==> config.mk <==
export PLATFORM = sky130hd
export DESIGN_NAME = modexp_top
export DESIGN_NICKNAME = d
export VERILOG_FILES = /design/src/hw/modexp_pkg.sv /design/src/hw/modexp_sequencer.sv /design/src/hw/modexp_top.sv /design/src/hw/mont_const_gen.sv /design/src/hw/mont_mul.sv /design/src/hw/operand_loader.sv /design/src/hw/result_serializer.sv
export SDC_FILE = /design/constraint.sdc
export NUM_CORES = 2
export LEC_CHECK = 0
export BUFFER_PORTS_ARGS = -buffer_cell sky130_fd_sc_hd__buf_4
export CAP_MARGIN = 20
export CELL_PAD_IN_SITES_DETAIL_PLACEMENT = 0
export CELL_PAD_IN_SITES_GLOBAL_PLACEMENT = 1
export CORE_MARGIN = 8
export CORE_UTILIZATION = 52
export DETAILED_ROUTE_END_ITERATION = 12
export GPL_TIMING_DRIVEN = 1
export PLACE_DENSITY = 0.84
export SYNTH_ARGS = -nofsm -noshare
export SYNTH_HDL_FRONTEND = slang
export SYNTH_SLANG_ARGS = --single-unit
==> constraint.sdc <==
create_clock -name clk -period 15.7 [get_ports clk]
set_input_delay 3.14 -clock clk [delete_from_list [all_inputs] [get_ports clk]]
set_output_delay 3.14 -clock clk [all_outputs]
set_load 0.01 [all_outputs]
==> src/hw/modexp_pkg.sv <==
`default_nettype none

package modexp_pkg;

    // ---------------------------------------------------------------------
    // default operand geometry
    // ---------------------------------------------------------------------
    // bits per word
    localparam int default_word_w    = 32;
    // words per operand
    localparam int default_num_words = 4;

    // ---------------------------------------------------------------------
    // sequencer states and multiplier operand selects
    // ---------------------------------------------------------------------
    typedef enum logic [2:0] {
        idle,
        const_wait,
        to_mont,
        square,
        multiply,
        from_mont,
        emit
    } seq_state_e;

    typedef enum logic [1:0] {
        op_to_mont,
        op_square,
        op_mult,
        op_from_mont
    } mont_op_e;

endpackage

`default_nettype wire

==> src/hw/modexp_sequencer.sv <==
`timescale 1ns/1ps
`default_nettype none

module modexp_sequencer #(
    parameter int K = modexp_pkg::default_word_w,
    parameter int N = modexp_pkg::default_num_words
) (
    input  logic             clk,
    input  logic             rst_n,
    input  logic             operands_ready,
    input  logic [K*N-1:0]   x_full,
    input  logic [K*N-1:0]   y_full,
    input  logic             const_done,
    input  logic [K*N-1:0]   r_mod_m,
    input  logic [K*N-1:0]   r2_mod_m,
    input  logic             mul_done,
    input  logic [K*N-1:0]   mul_p,
    output logic             const_start,
    output logic             mul_start,
    output logic [K*N-1:0]   mul_a,
    output logic [K*N-1:0]   mul_b,
    output logic             res_load,
    output logic [K*N-1:0]   res_full
);

    import modexp_pkg::*;

    localparam int W  = K * N;
    localparam int BW = $clog2(W);

    seq_state_e    state_q;
    mont_op_e      op_q;
    logic [BW-1:0] bit_q;
    // running result and x, both in montgomery form
    logic [W-1:0]  acc_q;
    logic [W-1:0]  xm_q;
    logic          y_bit;
    logic          last_bit;

    assign y_bit    = y_full[bit_q];
    assign last_bit = (bit_q == '0);
    assign res_load = (state_q == emit);

    // operand pair for the multiplier
    always_comb begin
        case (op_q)
            op_to_mont: begin
                mul_a = x_full;
                mul_b = r2_mod_m;
            end
            op_square: begin
                mul_a = acc_q;
                mul_b = acc_q;
            end
            op_mult: begin
                mul_a = acc_q;
                mul_b = xm_q;
            end
            default: begin
                mul_a = acc_q;
                mul_b = W'(1);
            end
        endcase
    end

    // ---------------------------------------------------------------------
    // square-and-multiply control
    // ---------------------------------------------------------------------
    always_ff @(posedge clk or negedge rst_n) begin
        if (!rst_n) begin
            state_q     <= idle;
            op_q        <= op_to_mont;
            bit_q       <= '0;
            const_start <= 1'b0;
            mul_start   <= 1'b0;
        end else begin
            const_start <= 1'b0;
            mul_start   <= 1'b0;
            case (state_q)
                idle: begin
                    if (operands_ready) begin
                        const_start <= 1'b1;
                        state_q     <= const_wait;
                    end
                end
                const_wait: begin
                    if (const_done) begin
                        op_q      <= op_to_mont;
                        mul_start <= 1'b1;
                        state_q   <= to_mont;
                    end
                end
                to_mont: begin
                    if (mul_done) begin
                        bit_q     <= BW'(W - 1);
                        op_q      <= op_square;
                        mul_start <= 1'b1;
                        state_q   <= square;
                    end
                end
                square: begin
                    if (mul_done) begin
                        mul_start <= 1'b1;
                        if (y_bit) begin
                            op_q    <= op_mult;
                            state_q <= multiply;
                        end else if (last_bit) begin
                            op_q    <= op_from_mont;
                            state_q <= from_mont;
                        end else begin
                            bit_q <= bit_q - 1'b1;
                        end
                    end
                end
                multiply: begin
                    if (mul_done) begin
                        mul_start <= 1'b1;
                        if (last_bit) begin
                            op_q    <= op_from_mont;
                            state_q <= from_mont;
                        end else begin
                            bit_q   <= bit_q - 1'b1;
                            op_q    <= op_square;
                            state_q <= square;
                        end
                    end
                end
                from_mont: begin
                    if (mul_done) begin
                        state_q <= emit;
                    end
                end
                emit: begin
                    state_q <= idle;
                end
                default: begin
                    state_q <= idle;
                end
            endcase
        end
    end

    always_ff @(posedge clk) begin
        // acc starts as 1 in montgomery form
        if (state_q == const_wait && const_done) begin
            acc_q <= r_mod_m;
        end
        if (mul_done && (state_q == square || state_q == multiply)) begin
            acc_q <= mul_p;
        end
        if (mul_done && state_q == to_mont) begin
            xm_q <= mul_p;
        end
        if (mul_done && state_q == from_mont) begin
            res_full <= mul_p;
        end
    end

    done_when_waiting: assert property (@(posedge clk) disable iff (!rst_n)
        mul_done |-> state_q inside {to_mont, square, multiply, from_mont})
        else $error("modexp_sequencer: mul_done outside a multiply step");

endmodule

`default_nettype wire

==> src/hw/modexp_top.sv <==
`timescale 1ns/1ps
`default_nettype none

module modexp_top #(
    parameter int K = modexp_pkg::default_word_w,
    parameter int N = modexp_pkg::default_num_words
) (
    input  logic           clk,
    input  logic           rst_n,
    input  logic           me_start,
    input  logic [K-1:0]   me_x,
    input  logic           me_x_valid,
    input  logic [K-1:0]   me_y,
    input  logic           me_y_valid,
    input  logic [K-1:0]   me_m,
    input  logic           me_m_valid,
    output logic [K-1:0]   me_result,
    output logic           me_valid
);

    localparam int W = K * N;

    logic [W-1:0] x_full;
    logic [W-1:0] y_full;
    logic [W-1:0] m_full;
    logic         operands_ready;
    logic         const_start;
    logic         const_done;
    logic [W-1:0] r_mod_m;
    logic [W-1:0] r2_mod_m;
    logic         mul_start;
    logic         mul_done;
    logic [W-1:0] mul_a;
    logic [W-1:0] mul_b;
    logic [W-1:0] mul_p;
    logic         res_load;
    logic [W-1:0] res_full;

    // ---------------------------------------------------------------------
    // input side
    // ---------------------------------------------------------------------
    operand_loader #(.K(K), .N(N)) loader0 (
        .clk            (clk),
        .rst_n          (rst_n),
        .me_start       (me_start),
        .me_x           (me_x),
        .me_x_valid     (me_x_valid),
        .me_y           (me_y),
        .me_y_valid     (me_y_valid),
        .me_m           (me_m),
        .me_m_valid     (me_m_valid),
        .x_full         (x_full),
        .y_full         (y_full),
        .m_full         (m_full),
        .operands_ready (operands_ready)
    );

    // ---------------------------------------------------------------------
    // processing
    // ---------------------------------------------------------------------
    mont_const_gen #(.K(K), .N(N)) const0 (
        .clk         (clk),
        .rst_n       (rst_n),
        .const_start (const_start),
        .m_full      (m_full),
        .const_done  (const_done),
        .r_mod_m     (r_mod_m),
        .r2_mod_m    (r2_mod_m)
    );

    mont_mul #(.K(K), .N(N)) mul0 (
        .clk       (clk),
        .rst_n     (rst_n),
        .mul_start (mul_start),
        .mul_a     (mul_a),
        .mul_b     (mul_b),
        .m_full    (m_full),
        .mul_done  (mul_done),
        .mul_p     (mul_p)
    );

    modexp_sequencer #(.K(K), .N(N)) seq0 (
        .clk            (clk),
        .rst_n          (rst_n),
        .operands_ready (operands_ready),
        .x_full         (x_full),
        .y_full         (y_full),
        .const_done     (const_done),
        .r_mod_m        (r_mod_m),
        .r2_mod_m       (r2_mod_m),
        .mul_done       (mul_done),
        .mul_p          (mul_p),
        .const_start    (const_start),
        .mul_start      (mul_start),
        .mul_a          (mul_a),
        .mul_b          (mul_b),
        .res_load       (res_load),
        .res_full       (res_full)
    );

    // output side
    result_serializer #(.K(K), .N(N)) ser0 (
        .clk       (clk),
        .rst_n     (rst_n),
        .res_load  (res_load),
        .res_full  (res_full),
        .me_result (me_result),
        .me_valid  (me_valid)
    );

endmodule

`default_nettype wire

==> src/hw/mont_const_gen.sv <==
`timescale 1ns/1ps
`default_nettype none

module mont_const_gen #(
    parameter int K = modexp_pkg::default_word_w,
    parameter int N = modexp_pkg::default_num_words
) (
    input  logic             clk,
    input  logic             rst_n,
    input  logic             const_start,
    input  logic [K*N-1:0]   m_full,
    output logic             const_done,
    output logic [K*N-1:0]   r_mod_m,
    output logic [K*N-1:0]   r2_mod_m
);

    localparam int W  = K * N;
    localparam int CW = $clog2(2 * W);

    logic [W-1:0]  res_q;
    logic [W:0]    dbl;
    logic [W:0]    red;
    logic [CW-1:0] step_q;
    logic          busy_q;

    // residue stays below m, so one subtraction is enough after doubling
    assign dbl = {res_q, 1'b0};
    assign red = (dbl >= {1'b0, m_full}) ? dbl - {1'b0, m_full} : dbl;

    always_ff @(posedge clk or negedge rst_n) begin
        if (!rst_n) begin
            busy_q     <= 1'b0;
            step_q     <= '0;
            const_done <= 1'b0;
        end else begin
            const_done <= 1'b0;
            if (const_start) begin
                busy_q <= 1'b1;
                step_q <= '0;
            end else if (busy_q) begin
                step_q <= step_q + 1'b1;
                if (step_q == CW'(2 * W - 1)) begin
                    busy_q     <= 1'b0;
                    const_done <= 1'b1;
                end
            end
        end
    end

    always_ff @(posedge clk) begin
        if (const_start) begin
            res_q <= W'(1);
        end else if (busy_q) begin
            res_q <= red[W-1:0];
        end
        // 2^W after w doublings, 2^2W after 2w
        if (busy_q && step_q == CW'(W - 1)) begin
            r_mod_m <= red[W-1:0];
        end
        if (busy_q && step_q == CW'(2 * W - 1)) begin
            r2_mod_m <= red[W-1:0];
        end
    end

endmodule

`default_nettype wire

==> src/hw/mont_mul.sv <==
`timescale 1ns/1ps
`default_nettype none

module mont_mul #(
    parameter int K = modexp_pkg::default_word_w,
    parameter int N = modexp_pkg::default_num_words
) (
    input  logic             clk,
    input  logic             rst_n,
    input  logic             mul_start,
    input  logic [K*N-1:0]   mul_a,
    input  logic [K*N-1:0]   mul_b,
    input  logic [K*N-1:0]   m_full,
    output logic             mul_done,
    output logic [K*N-1:0]   mul_p
);

    localparam int W  = K * N;
    localparam int CW = $clog2(W + 1);

    localparam logic [CW-1:0] last_step = CW'(W);

    logic [W-1:0]  a_q;
    logic [W-1:0]  b_q;
    // two guard bits, acc stays below 2m and the sum below 4m
    logic [W+1:0]  acc_q;
    logic [W+1:0]  sum_ab;
    logic [W+1:0]  sum_m;
    logic [W+1:0]  diff;
    logic [CW-1:0] step_q;
    logic          busy_q;

    // ---------------------------------------------------------------------
    // one radix-2 step per cycle
    // ---------------------------------------------------------------------
    always_comb begin
        sum_ab = acc_q + (a_q[0] ? {2'b00, b_q} : '0);
        // make the sum even before halving
        sum_m  = sum_ab + (sum_ab[0] ? {2'b00, m_full} : '0);
        diff   = acc_q - {2'b00, m_full};
    end

    always_ff @(posedge clk or negedge rst_n) begin
        if (!rst_n) begin
            busy_q   <= 1'b0;
            step_q   <= '0;
            mul_done <= 1'b0;
        end else begin
            mul_done <= 1'b0;
            if (mul_start) begin
                busy_q <= 1'b1;
                step_q <= '0;
            end else if (busy_q) begin
                if (step_q == last_step) begin
                    busy_q   <= 1'b0;
                    mul_done <= 1'b1;
                end else begin
                    step_q <= step_q + 1'b1;
                end
            end
        end
    end

    always_ff @(posedge clk) begin
        if (mul_start) begin
            a_q   <= mul_a;
            b_q   <= mul_b;
            acc_q <= '0;
        end else if (busy_q && step_q != last_step) begin
            acc_q <= sum_m >> 1;
            a_q   <= a_q >> 1;
        end else if (busy_q) begin
            // final correction into [0, m)
            mul_p <= (acc_q >= {2'b00, m_full}) ? diff[W-1:0] : acc_q[W-1:0];
        end
    end

    // sequencer must wait for mul_done before the next operand pair
    no_start_while_busy: assert property (@(posedge clk) disable iff (!rst_n)
        mul_start |-> !busy_q)
        else $error("mont_mul: start while busy");

endmodule

`default_nettype wire

==> src/hw/operand_loader.sv <==
`timescale 1ns/1ps
`default_nettype none

module operand_loader #(
    parameter int K = modexp_pkg::default_word_w,
    parameter int N = modexp_pkg::default_num_words
) (
    input  logic             clk,
    input  logic             rst_n,
    input  logic             me_start,
    input  logic [K-1:0]     me_x,
    input  logic             me_x_valid,
    input  logic [K-1:0]     me_y,
    input  logic             me_y_valid,
    input  logic [K-1:0]     me_m,
    input  logic             me_m_valid,
    output logic [K*N-1:0]   x_full,
    output logic [K*N-1:0]   y_full,
    output logic [K*N-1:0]   m_full,
    output logic             operands_ready
);

    localparam int W  = K * N;
    localparam int CW = $clog2(N + 1);

    // stream 0 is x, 1 is y, 2 is m
    logic [2:0][K-1:0]  word_in;
    logic [2:0]         strobe;
    logic [2:0][CW-1:0] cnt_q;
    logic [2:0][W-1:0]  full_q;
    logic [2:0]         take;
    logic [2:0]         fin;
    logic               busy_q;

    assign word_in = {me_m, me_y, me_x};
    assign strobe  = {me_m_valid, me_y_valid, me_x_valid};

    // a stream counts as finished once its n-th word is taken this cycle
    always_comb begin
        for (int s = 0; s < 3; s++) begin
            take[s] = busy_q && strobe[s] && (cnt_q[s] != CW'(N));
            fin[s]  = (cnt_q[s] == CW'(N)) || (take[s] && (cnt_q[s] == CW'(N - 1)));
        end
    end

    always_ff @(posedge clk or negedge rst_n) begin
        if (!rst_n) begin
            busy_q         <= 1'b0;
            cnt_q          <= '0;
            operands_ready <= 1'b0;
        end else begin
            operands_ready <= 1'b0;
            if (!busy_q) begin
                if (me_start) begin
                    busy_q <= 1'b1;
                    cnt_q  <= '0;
                end
            end else begin
                for (int s = 0; s < 3; s++) begin
                    if (take[s]) begin
                        cnt_q[s] <= cnt_q[s] + 1'b1;
                    end
                end
                if (&fin) begin
                    busy_q         <= 1'b0;
                    operands_ready <= 1'b1;
                end
            end
        end
    end

    // new word enters at the top, so word 0 ends up lowest
    always_ff @(posedge clk) begin
        for (int s = 0; s < 3; s++) begin
            if (take[s]) begin
                full_q[s] <= (full_q[s] >> K) | (W'(word_in[s]) << (W - K));
            end
        end
    end

    assign x_full = full_q[0];
    assign y_full = full_q[1];
    assign m_full = full_q[2];

    cnt_in_range: assert property (@(posedge clk) disable iff (!rst_n)
        (cnt_q[0] <= CW'(N)) && (cnt_q[1] <= CW'(N)) && (cnt_q[2] <= CW'(N)))
        else $error("operand_loader: word counter past N");

endmodule

`default_nettype wire

==> src/hw/result_serializer.sv <==
`timescale 1ns/1ps
`default_nettype none

module result_serializer #(
    parameter int K = modexp_pkg::default_word_w,
    parameter int N = modexp_pkg::default_num_words
) (
    input  logic             clk,
    input  logic             rst_n,
    input  logic             res_load,
    input  logic [K*N-1:0]   res_full,
    output logic [K-1:0]     me_result,
    output logic             me_valid
);

    localparam int W  = K * N;
    localparam int CW = $clog2(N + 1);

    logic [W-1:0]  shift_q;
    logic [CW-1:0] left_q;

    always_ff @(posedge clk or negedge rst_n) begin
        if (!rst_n) begin
            left_q <= '0;
        end else if (res_load) begin
            left_q <= CW'(N);
        end else if (left_q != '0) begin
            left_q <= left_q - 1'b1;
        end
    end

    // lowest word sits at the bottom, shifted out first
    always_ff @(posedge clk) begin
        if (res_load) begin
            shift_q <= res_full;
        end else if (left_q != '0) begin
            shift_q <= shift_q >> K;
        end
    end

    assign me_result = shift_q[K-1:0];
    assign me_valid  = (left_q != '0);

    no_load_while_shifting: assert property (@(posedge clk) disable iff (!rst_n)
        res_load |-> (left_q == '0))
        else $error("result_serializer: load while words still pending");

endmodule

`default_nettype wire

Word level (Yosys, flattened, before mapping)
Index checks and enable logic that the tools add are counted.
- word-level logic and storage cells: 197
- latch bits: 0
- register bits: 1841
- output and inout port bits: 33
- bits in writable memories: 0
- memories: 0
- ROM bits: 0
- multiplexer cells: 72
- reduce and logical (&&, ||, !) cells: 42
- shift operators: 0
- $lt $le $gt $ge: 3
- multipliers: 0
- div/mod/pow operators: 0
- equal/unequal tests: 33
- $add $sub $neg: 11
- bitwise gates (word level): 5
- operator list (cell ; number):
    two-way mux 128 bit ; 11
    OR 96 x 128 -> 128 bit ; 3
    case mux 128 bit (3 select lines) ; 1
    greater-or-equal comparator 129 x 128 -> 1 bit ; 2
    subtractor 128 bit ; 2
    adder 129 x 128 -> 130 bit ; 1
    adder 130 bit ; 1
    two-way mux 3 bit ; 14
    two-way mux 8 bit ; 5
    two-way mux 7 bit ; 5
    two-way mux 1 bit ; 22
    case mux 7 bit (3 select lines) ; 1
    equality test 3 bit (second input constant) ; 6
    two-way mux 9 bit ; 2
    case mux 3 bit (6 select lines) ; 1
    adder 8 x 1 -> 8 bit (second input constant) ; 2
    equality test 8 bit (second input constant) ; 2
    logical AND 1 bit ; 16
    equality test 3 x 2 -> 1 bit (second input constant) ; 5
    two-way mux 2 bit ; 7
    inequality test 2 bit (second input constant) ; 7
    nonzero test 2 bit ; 6
    adder 3 x 1 -> 3 bit (second input constant) ; 3
    inequality test 3 bit (second input constant) ; 3
    26 further kinds ; 38

Depth between registers and ports, before layout
- word-level depth: 7
- depth in mapped cells: 36

Cells and area by module
A second synthesis with hierarchy kept.
- cell total of the unflattened synthesis: 9982
- area, all modules: 105715.1 um2
- by module, submodules not included (module ; area each (um2) ; seq. area each (um2) ; cells each ; instances):
    mont_mul ; 45107.0 ; 14363.8 ; 5359 ; 1
    mont_const_gen ; 23412.5 ; 10500.1 ; 2543 ; 1
    modexp_sequencer ; 19222.2 ; 11881.4 ; 1312 ; 1
    operand_loader ; 12196.7 ; 11806.3 ; 448 ; 1
    result_serializer ; 5776.8 ; 3918.8 ; 320 ; 1

Least setup slack after synthesis
No wires, ideal clock.
- path type: register to register
- from: register seq0.mul_start
- to: register mul0.mul_p[0] (enable)
- clock period less this slack: 12.836 ns
- cell stages (with the launch flop): 5
- slack: 2.864 ns
- arrival: 12.038 ns
- cells stage by stage: dfrtp_1 > clkbuf_1 > clkbuf_1 > clkbuf_1 > nor3b_1
- longest elaborated chain between the ends: 2
- RTL lines (item ; RTL line ; RTL):
    start, declared ; modexp_sequencer.sv:19 ; output logic mul_start,
    start signal, assigned ; modexp_sequencer.sv:75 ; mul_start <= 1'b0;
    start signal, assigned ; modexp_sequencer.sv:78 ; mul_start <= 1'b0;
    start signal, assigned ; modexp_sequencer.sv:89 ; mul_start <= 1'b1;
    inverter 1 bit (no line) ; -- ;
    AND reduction 3 bit (no line) ; -- ;
    end signal, assigned ; mont_mul.sv:74 ; mul_p <= (acc_q >= {2'b00, m_full}) ? diff[W-1:0] : acc_q[W-1:0];
    end, declared ; mont_mul.sv:15 ; output logic [K*N-1:0] mul_p
No other way between the ends.
A chain may end at the register's enable or synchronous reset.

Final worst setup path
- from: register mul0.a_q[0]
- to: register mul0.acc_q[127]
- longest elaborated chain between the ends: 4
- RTL lines (item ; RTL line ; RTL):
    start, declared ; mont_mul.sv:23 ; logic [W-1:0] a_q;
    start signal, assigned ; mont_mul.sv:66 ; a_q <= mul_a;
    start signal, assigned ; mont_mul.sv:71 ; a_q <= a_q >> 1;
    two-way mux 128 bit * ; mont_mul.sv:37 ; sum_ab = acc_q + (a_q[0] ? {2'b00, b_q} : '0);
    adder 129 x 128 -> 130 bit * ; mont_mul.sv:37 ;
    two-way mux 128 bit ; mont_mul.sv:39 ; sum_m = sum_ab + (sum_ab[0] ? {2'b00, m_full} : '0);
    adder 130 bit * ; mont_mul.sv:39 ;
    end signal, assigned ; mont_mul.sv:70 ; acc_q <= sum_m >> 1;
    end, declared ; mont_mul.sv:26 ; logic [W+1:0] acc_q;
Every way passes the cells marked *; elsewhere a longest branch is shown, timed or not.

==> metrics.cfg <==
[layout]
fin_nets=10200
area_delta_synth_final_pct=9.25
final_common_cell=edfxtp_1
drive_gt1_share_pct=8.95
final_cell_mix=edfxtp_1 (1,536), a21oi_1 (1,089), nor2_1 (919)
regArea_um2=52500
multiInputGateArea_um2=46500
nFillCells=16600

[sta]
worstMarginPinSlew_ns=1.34
fmax_ghz=0.0950
final.setup.worst_slack_ns=5.17
rsz0062_at_grt=false
tns_ns=0
post-route-period-util_pct=67.1
relSlewSlack_pct=10.6
setup_viol=0
fin_crit_ns=10.53
finalMaxSlewViolations=0
hold_viol_final=0
finClkSkew_ns=0.0465

[placement]
io_buffers=134
place.gp.congestion=1.03
dp_slack_ns=5.43
hpwlAfterDp_um=296000

[worst_setup_path]
end_kind=register
cpMostUsedCell=a21oi_1
path_class=reg2reg
cp.required_ns=16.44
arrival_ns=11.27
critical_path.max_stage_delay_ns=1.03
critPathLaunchType=register
cp_slowest_cell=o41ai_1
crit_fanout=111

[pwr]
p_leak_nw=41.5
power.switching_mw=6.72
power_density_nw_per_um2=159
ir_drop_mv=0.586
comb_power_share_pct=34.9
p_clk_share_pct=26.2
pwr-share-seq_pct=38.9
swShare_pct=37.9
p_int_mw=11.0

[hold_path]
hp-class=reg2reg

[logic_synthesis]
synthArstFlopShare_pct=2.61
ys.flop_type=edfxtp_1
netlist_area_um2=102000
synth.avg_cell_area_um2=10.5
synth_cells=9706
synth_edf_count=1536
ys_seq_area_share_pct=51.3
ys_warn_count=0
synthesis.nets=10300
synth_seq_cells=1841
ys_types=95

[grt]
grt_max_degree=184
grt_pass1_wl_um=531000
antenna_found_initial=45
gr-total-overflow=0
grt.total_usage_pct=34.8
grt_pass1_vias=75000

[clocking]
cts_root_buffer=clkbuf_16
htree_levels=4
clk_pin_slew_ns=0.06
clk_path_buf_depth=3
post_cts_buffers=0
ctsHoldBuffers=0
insertion_delay_ns=0.86
cts_made_buffers=190
cts_resized=0
clock_sinks=1841
cts_tree=done

[run_status]
status=completed

[floorplanning]
dieWidth_um=460
ios=135
core_area_um2=196000
fp-row-count=163
initial_core_util_pct=52.1
die_h_um=460
die_area_um2=211000

[detailed_routing]
drtPass1Iterations=6
wl_per_cell_um=30.6
avgViaCountPerCell=6.25
vias=77800
ant_nets=0
wl_um=381000
drtIter0Drc=8239
route.detailed.drc=0

[flow_run]
cap_violations=0

==> worst max-delay path, delay by kind of cell (launching register included) <==
kind | cells | cell delay (ns)
AO/OA/AOI/OAI | 15 | 5.25
AND/OR/NAND/NOR | 8 | 2.29
buffers and inverters | 3 | 1.20
flip-flops | 1 | 0.74
adder cells (fa/ha/maj) | 2 | 0.58
XOR/XNOR | 2 | 0.30
==> Yosys cell counts, drive strengths merged (44+ instances only) <==
| library cell | n | share of area (%) |
|---|---|---|
| ha | 526 | 6.4 |
| edfxtp | 1536 | 45 |
| a31oi | 59 | 0.36 |
| and3 | 66 | 0.40 |
| inv | 330 | 1.2 |
| nand2 | 810 | 3.0 |
| xor2 | 183 | 1.6 |
| mux2 | 252 | 2.8 |
| a21oi | 1093 | 5.4 |
| o21bai | 141 | 1.0 |
| clkbuf | 453 | 1.7 |
| nor2 | 922 | 3.4 |
| nor2b | 55 | 0.34 |
| nand4 | 208 | 1.3 |
| nand3 | 108 | 0.53 |
| a21o | 274 | 2.0 |
| o21a | 82 | 0.60 |
| dfrtp | 48 | 1.2 |
| xnor2 | 331 | 2.8 |
| mux2i | 321 | 3.1 |
| o21ai | 542 | 2.7 |
| buf | 101 | 0.59 |
| a22o | 44 | 0.38 |
| and2 | 274 | 1.7 |
| nor3 | 137 | 0.67 |
| dfxtp | 257 | 5.0 |
==> layer usage <==
metal  GRT usage [%]  part of all wire, %
met3            4.28                  6.5
met2            56.4                   47
met4            33.4                   12
met5               0                    0
met1            39.7                   35
==> final timing paths <==
path	endpoint	cells past startpoint	slack, ns	startpoint
setup reg to reg	mul0.acc_q[127]	30	5.17	mul0.a_q[0]
max in group asynchronous	seq0.op_q[0]	2	12.56	rst_n
setup / recovery	mul0.acc_q[127]	30	5.17	mul0.a_q[0]
min in group asynchronous	const0.step_q[6]	1	2.13	rst_n
hold reg to reg	loader0.y_full[83]	0	0.44	loader0.y_full[115]
hold / removal	loader0.y_full[83]	0	0.44	loader0.y_full[115]
==> metrics by stage <==
stage	instances	hold WS [ns]	instance area (um^2)	power, mW	utilization (%)
2_1_floorplan	9706	0.421	102000	10.7	-
4_1_cts	12400	0.433	112000	17.7	56.8
6_report	12400	0.442	112000	17.7	56.9
5_1_grt	12400	0.444	112000	18.4	56.9
3_3_place_gp	12000	0.425	105000	13.0	53.6
3_5_place_dp	12000	0.432	105000	13.1	53.6
==> flip-flops by register name (all words and copies together), names as in the netlist, 7 cells and up <==
name / count
loader0.x_full: 128
loader0.y_full: 128
mul0.step_q: 8
seq0.xm_q: 128
mul0.mul_p: 128
loader0.m_full: 128
seq0.acc_q: 128
seq0.res_full: 128
mul0.b_q: 128
const0.step_q: 8
const0.r2_mod_m: 128
const0.r_mod_m: 128
const0.res_q: 128
ser0.shift_q: 128
seq0.bit_q: 7
mul0.acc_q: 129
mul0.a_q: 128
loader0.cnt_q: 9
==> power groups by stage <==
stage	Sequential (mW)	Clock (mW)	Combinational, mW
floorplan	6.59	0	4.12
global placement	6.95	0	6.04
detailed placement	6.97	0	6.10
CTS	6.87	4.69	6.13
global route	6.92	4.87	6.61
finish	6.90	4.65	6.19
==> cell families (layout without fill, tap and decap cells) <==
logic type                 count (synthesis)  after routing  synth area share, %
other                                      0             84                    0
adders and majority gates                530            530                 6.51
DFF                                     1841           1841                 51.3
muxes                                    615            615                 6.83
xor gates and xnor gates                 514            514                 4.40
and+or+nand+nor                         2758           2758                 12.4
AOI/OAI and AO/OA                       2563           2563                 15.1
buffers and inverters                    885            896                 3.46
==> area by class of cell <==
type	count	area share (%)
Antenna cell	84	0.188
Clock buffer	234	4.49
Clock inverter	110	1.22
Inverter	331	1.12
Multi-Input combinational cell	6980	41.5
Sequential cell	1841	46.9
Tap cell	2640	2.95
Timing Repair Buffer	221	1.55
(Power assumes the default switching activity.)
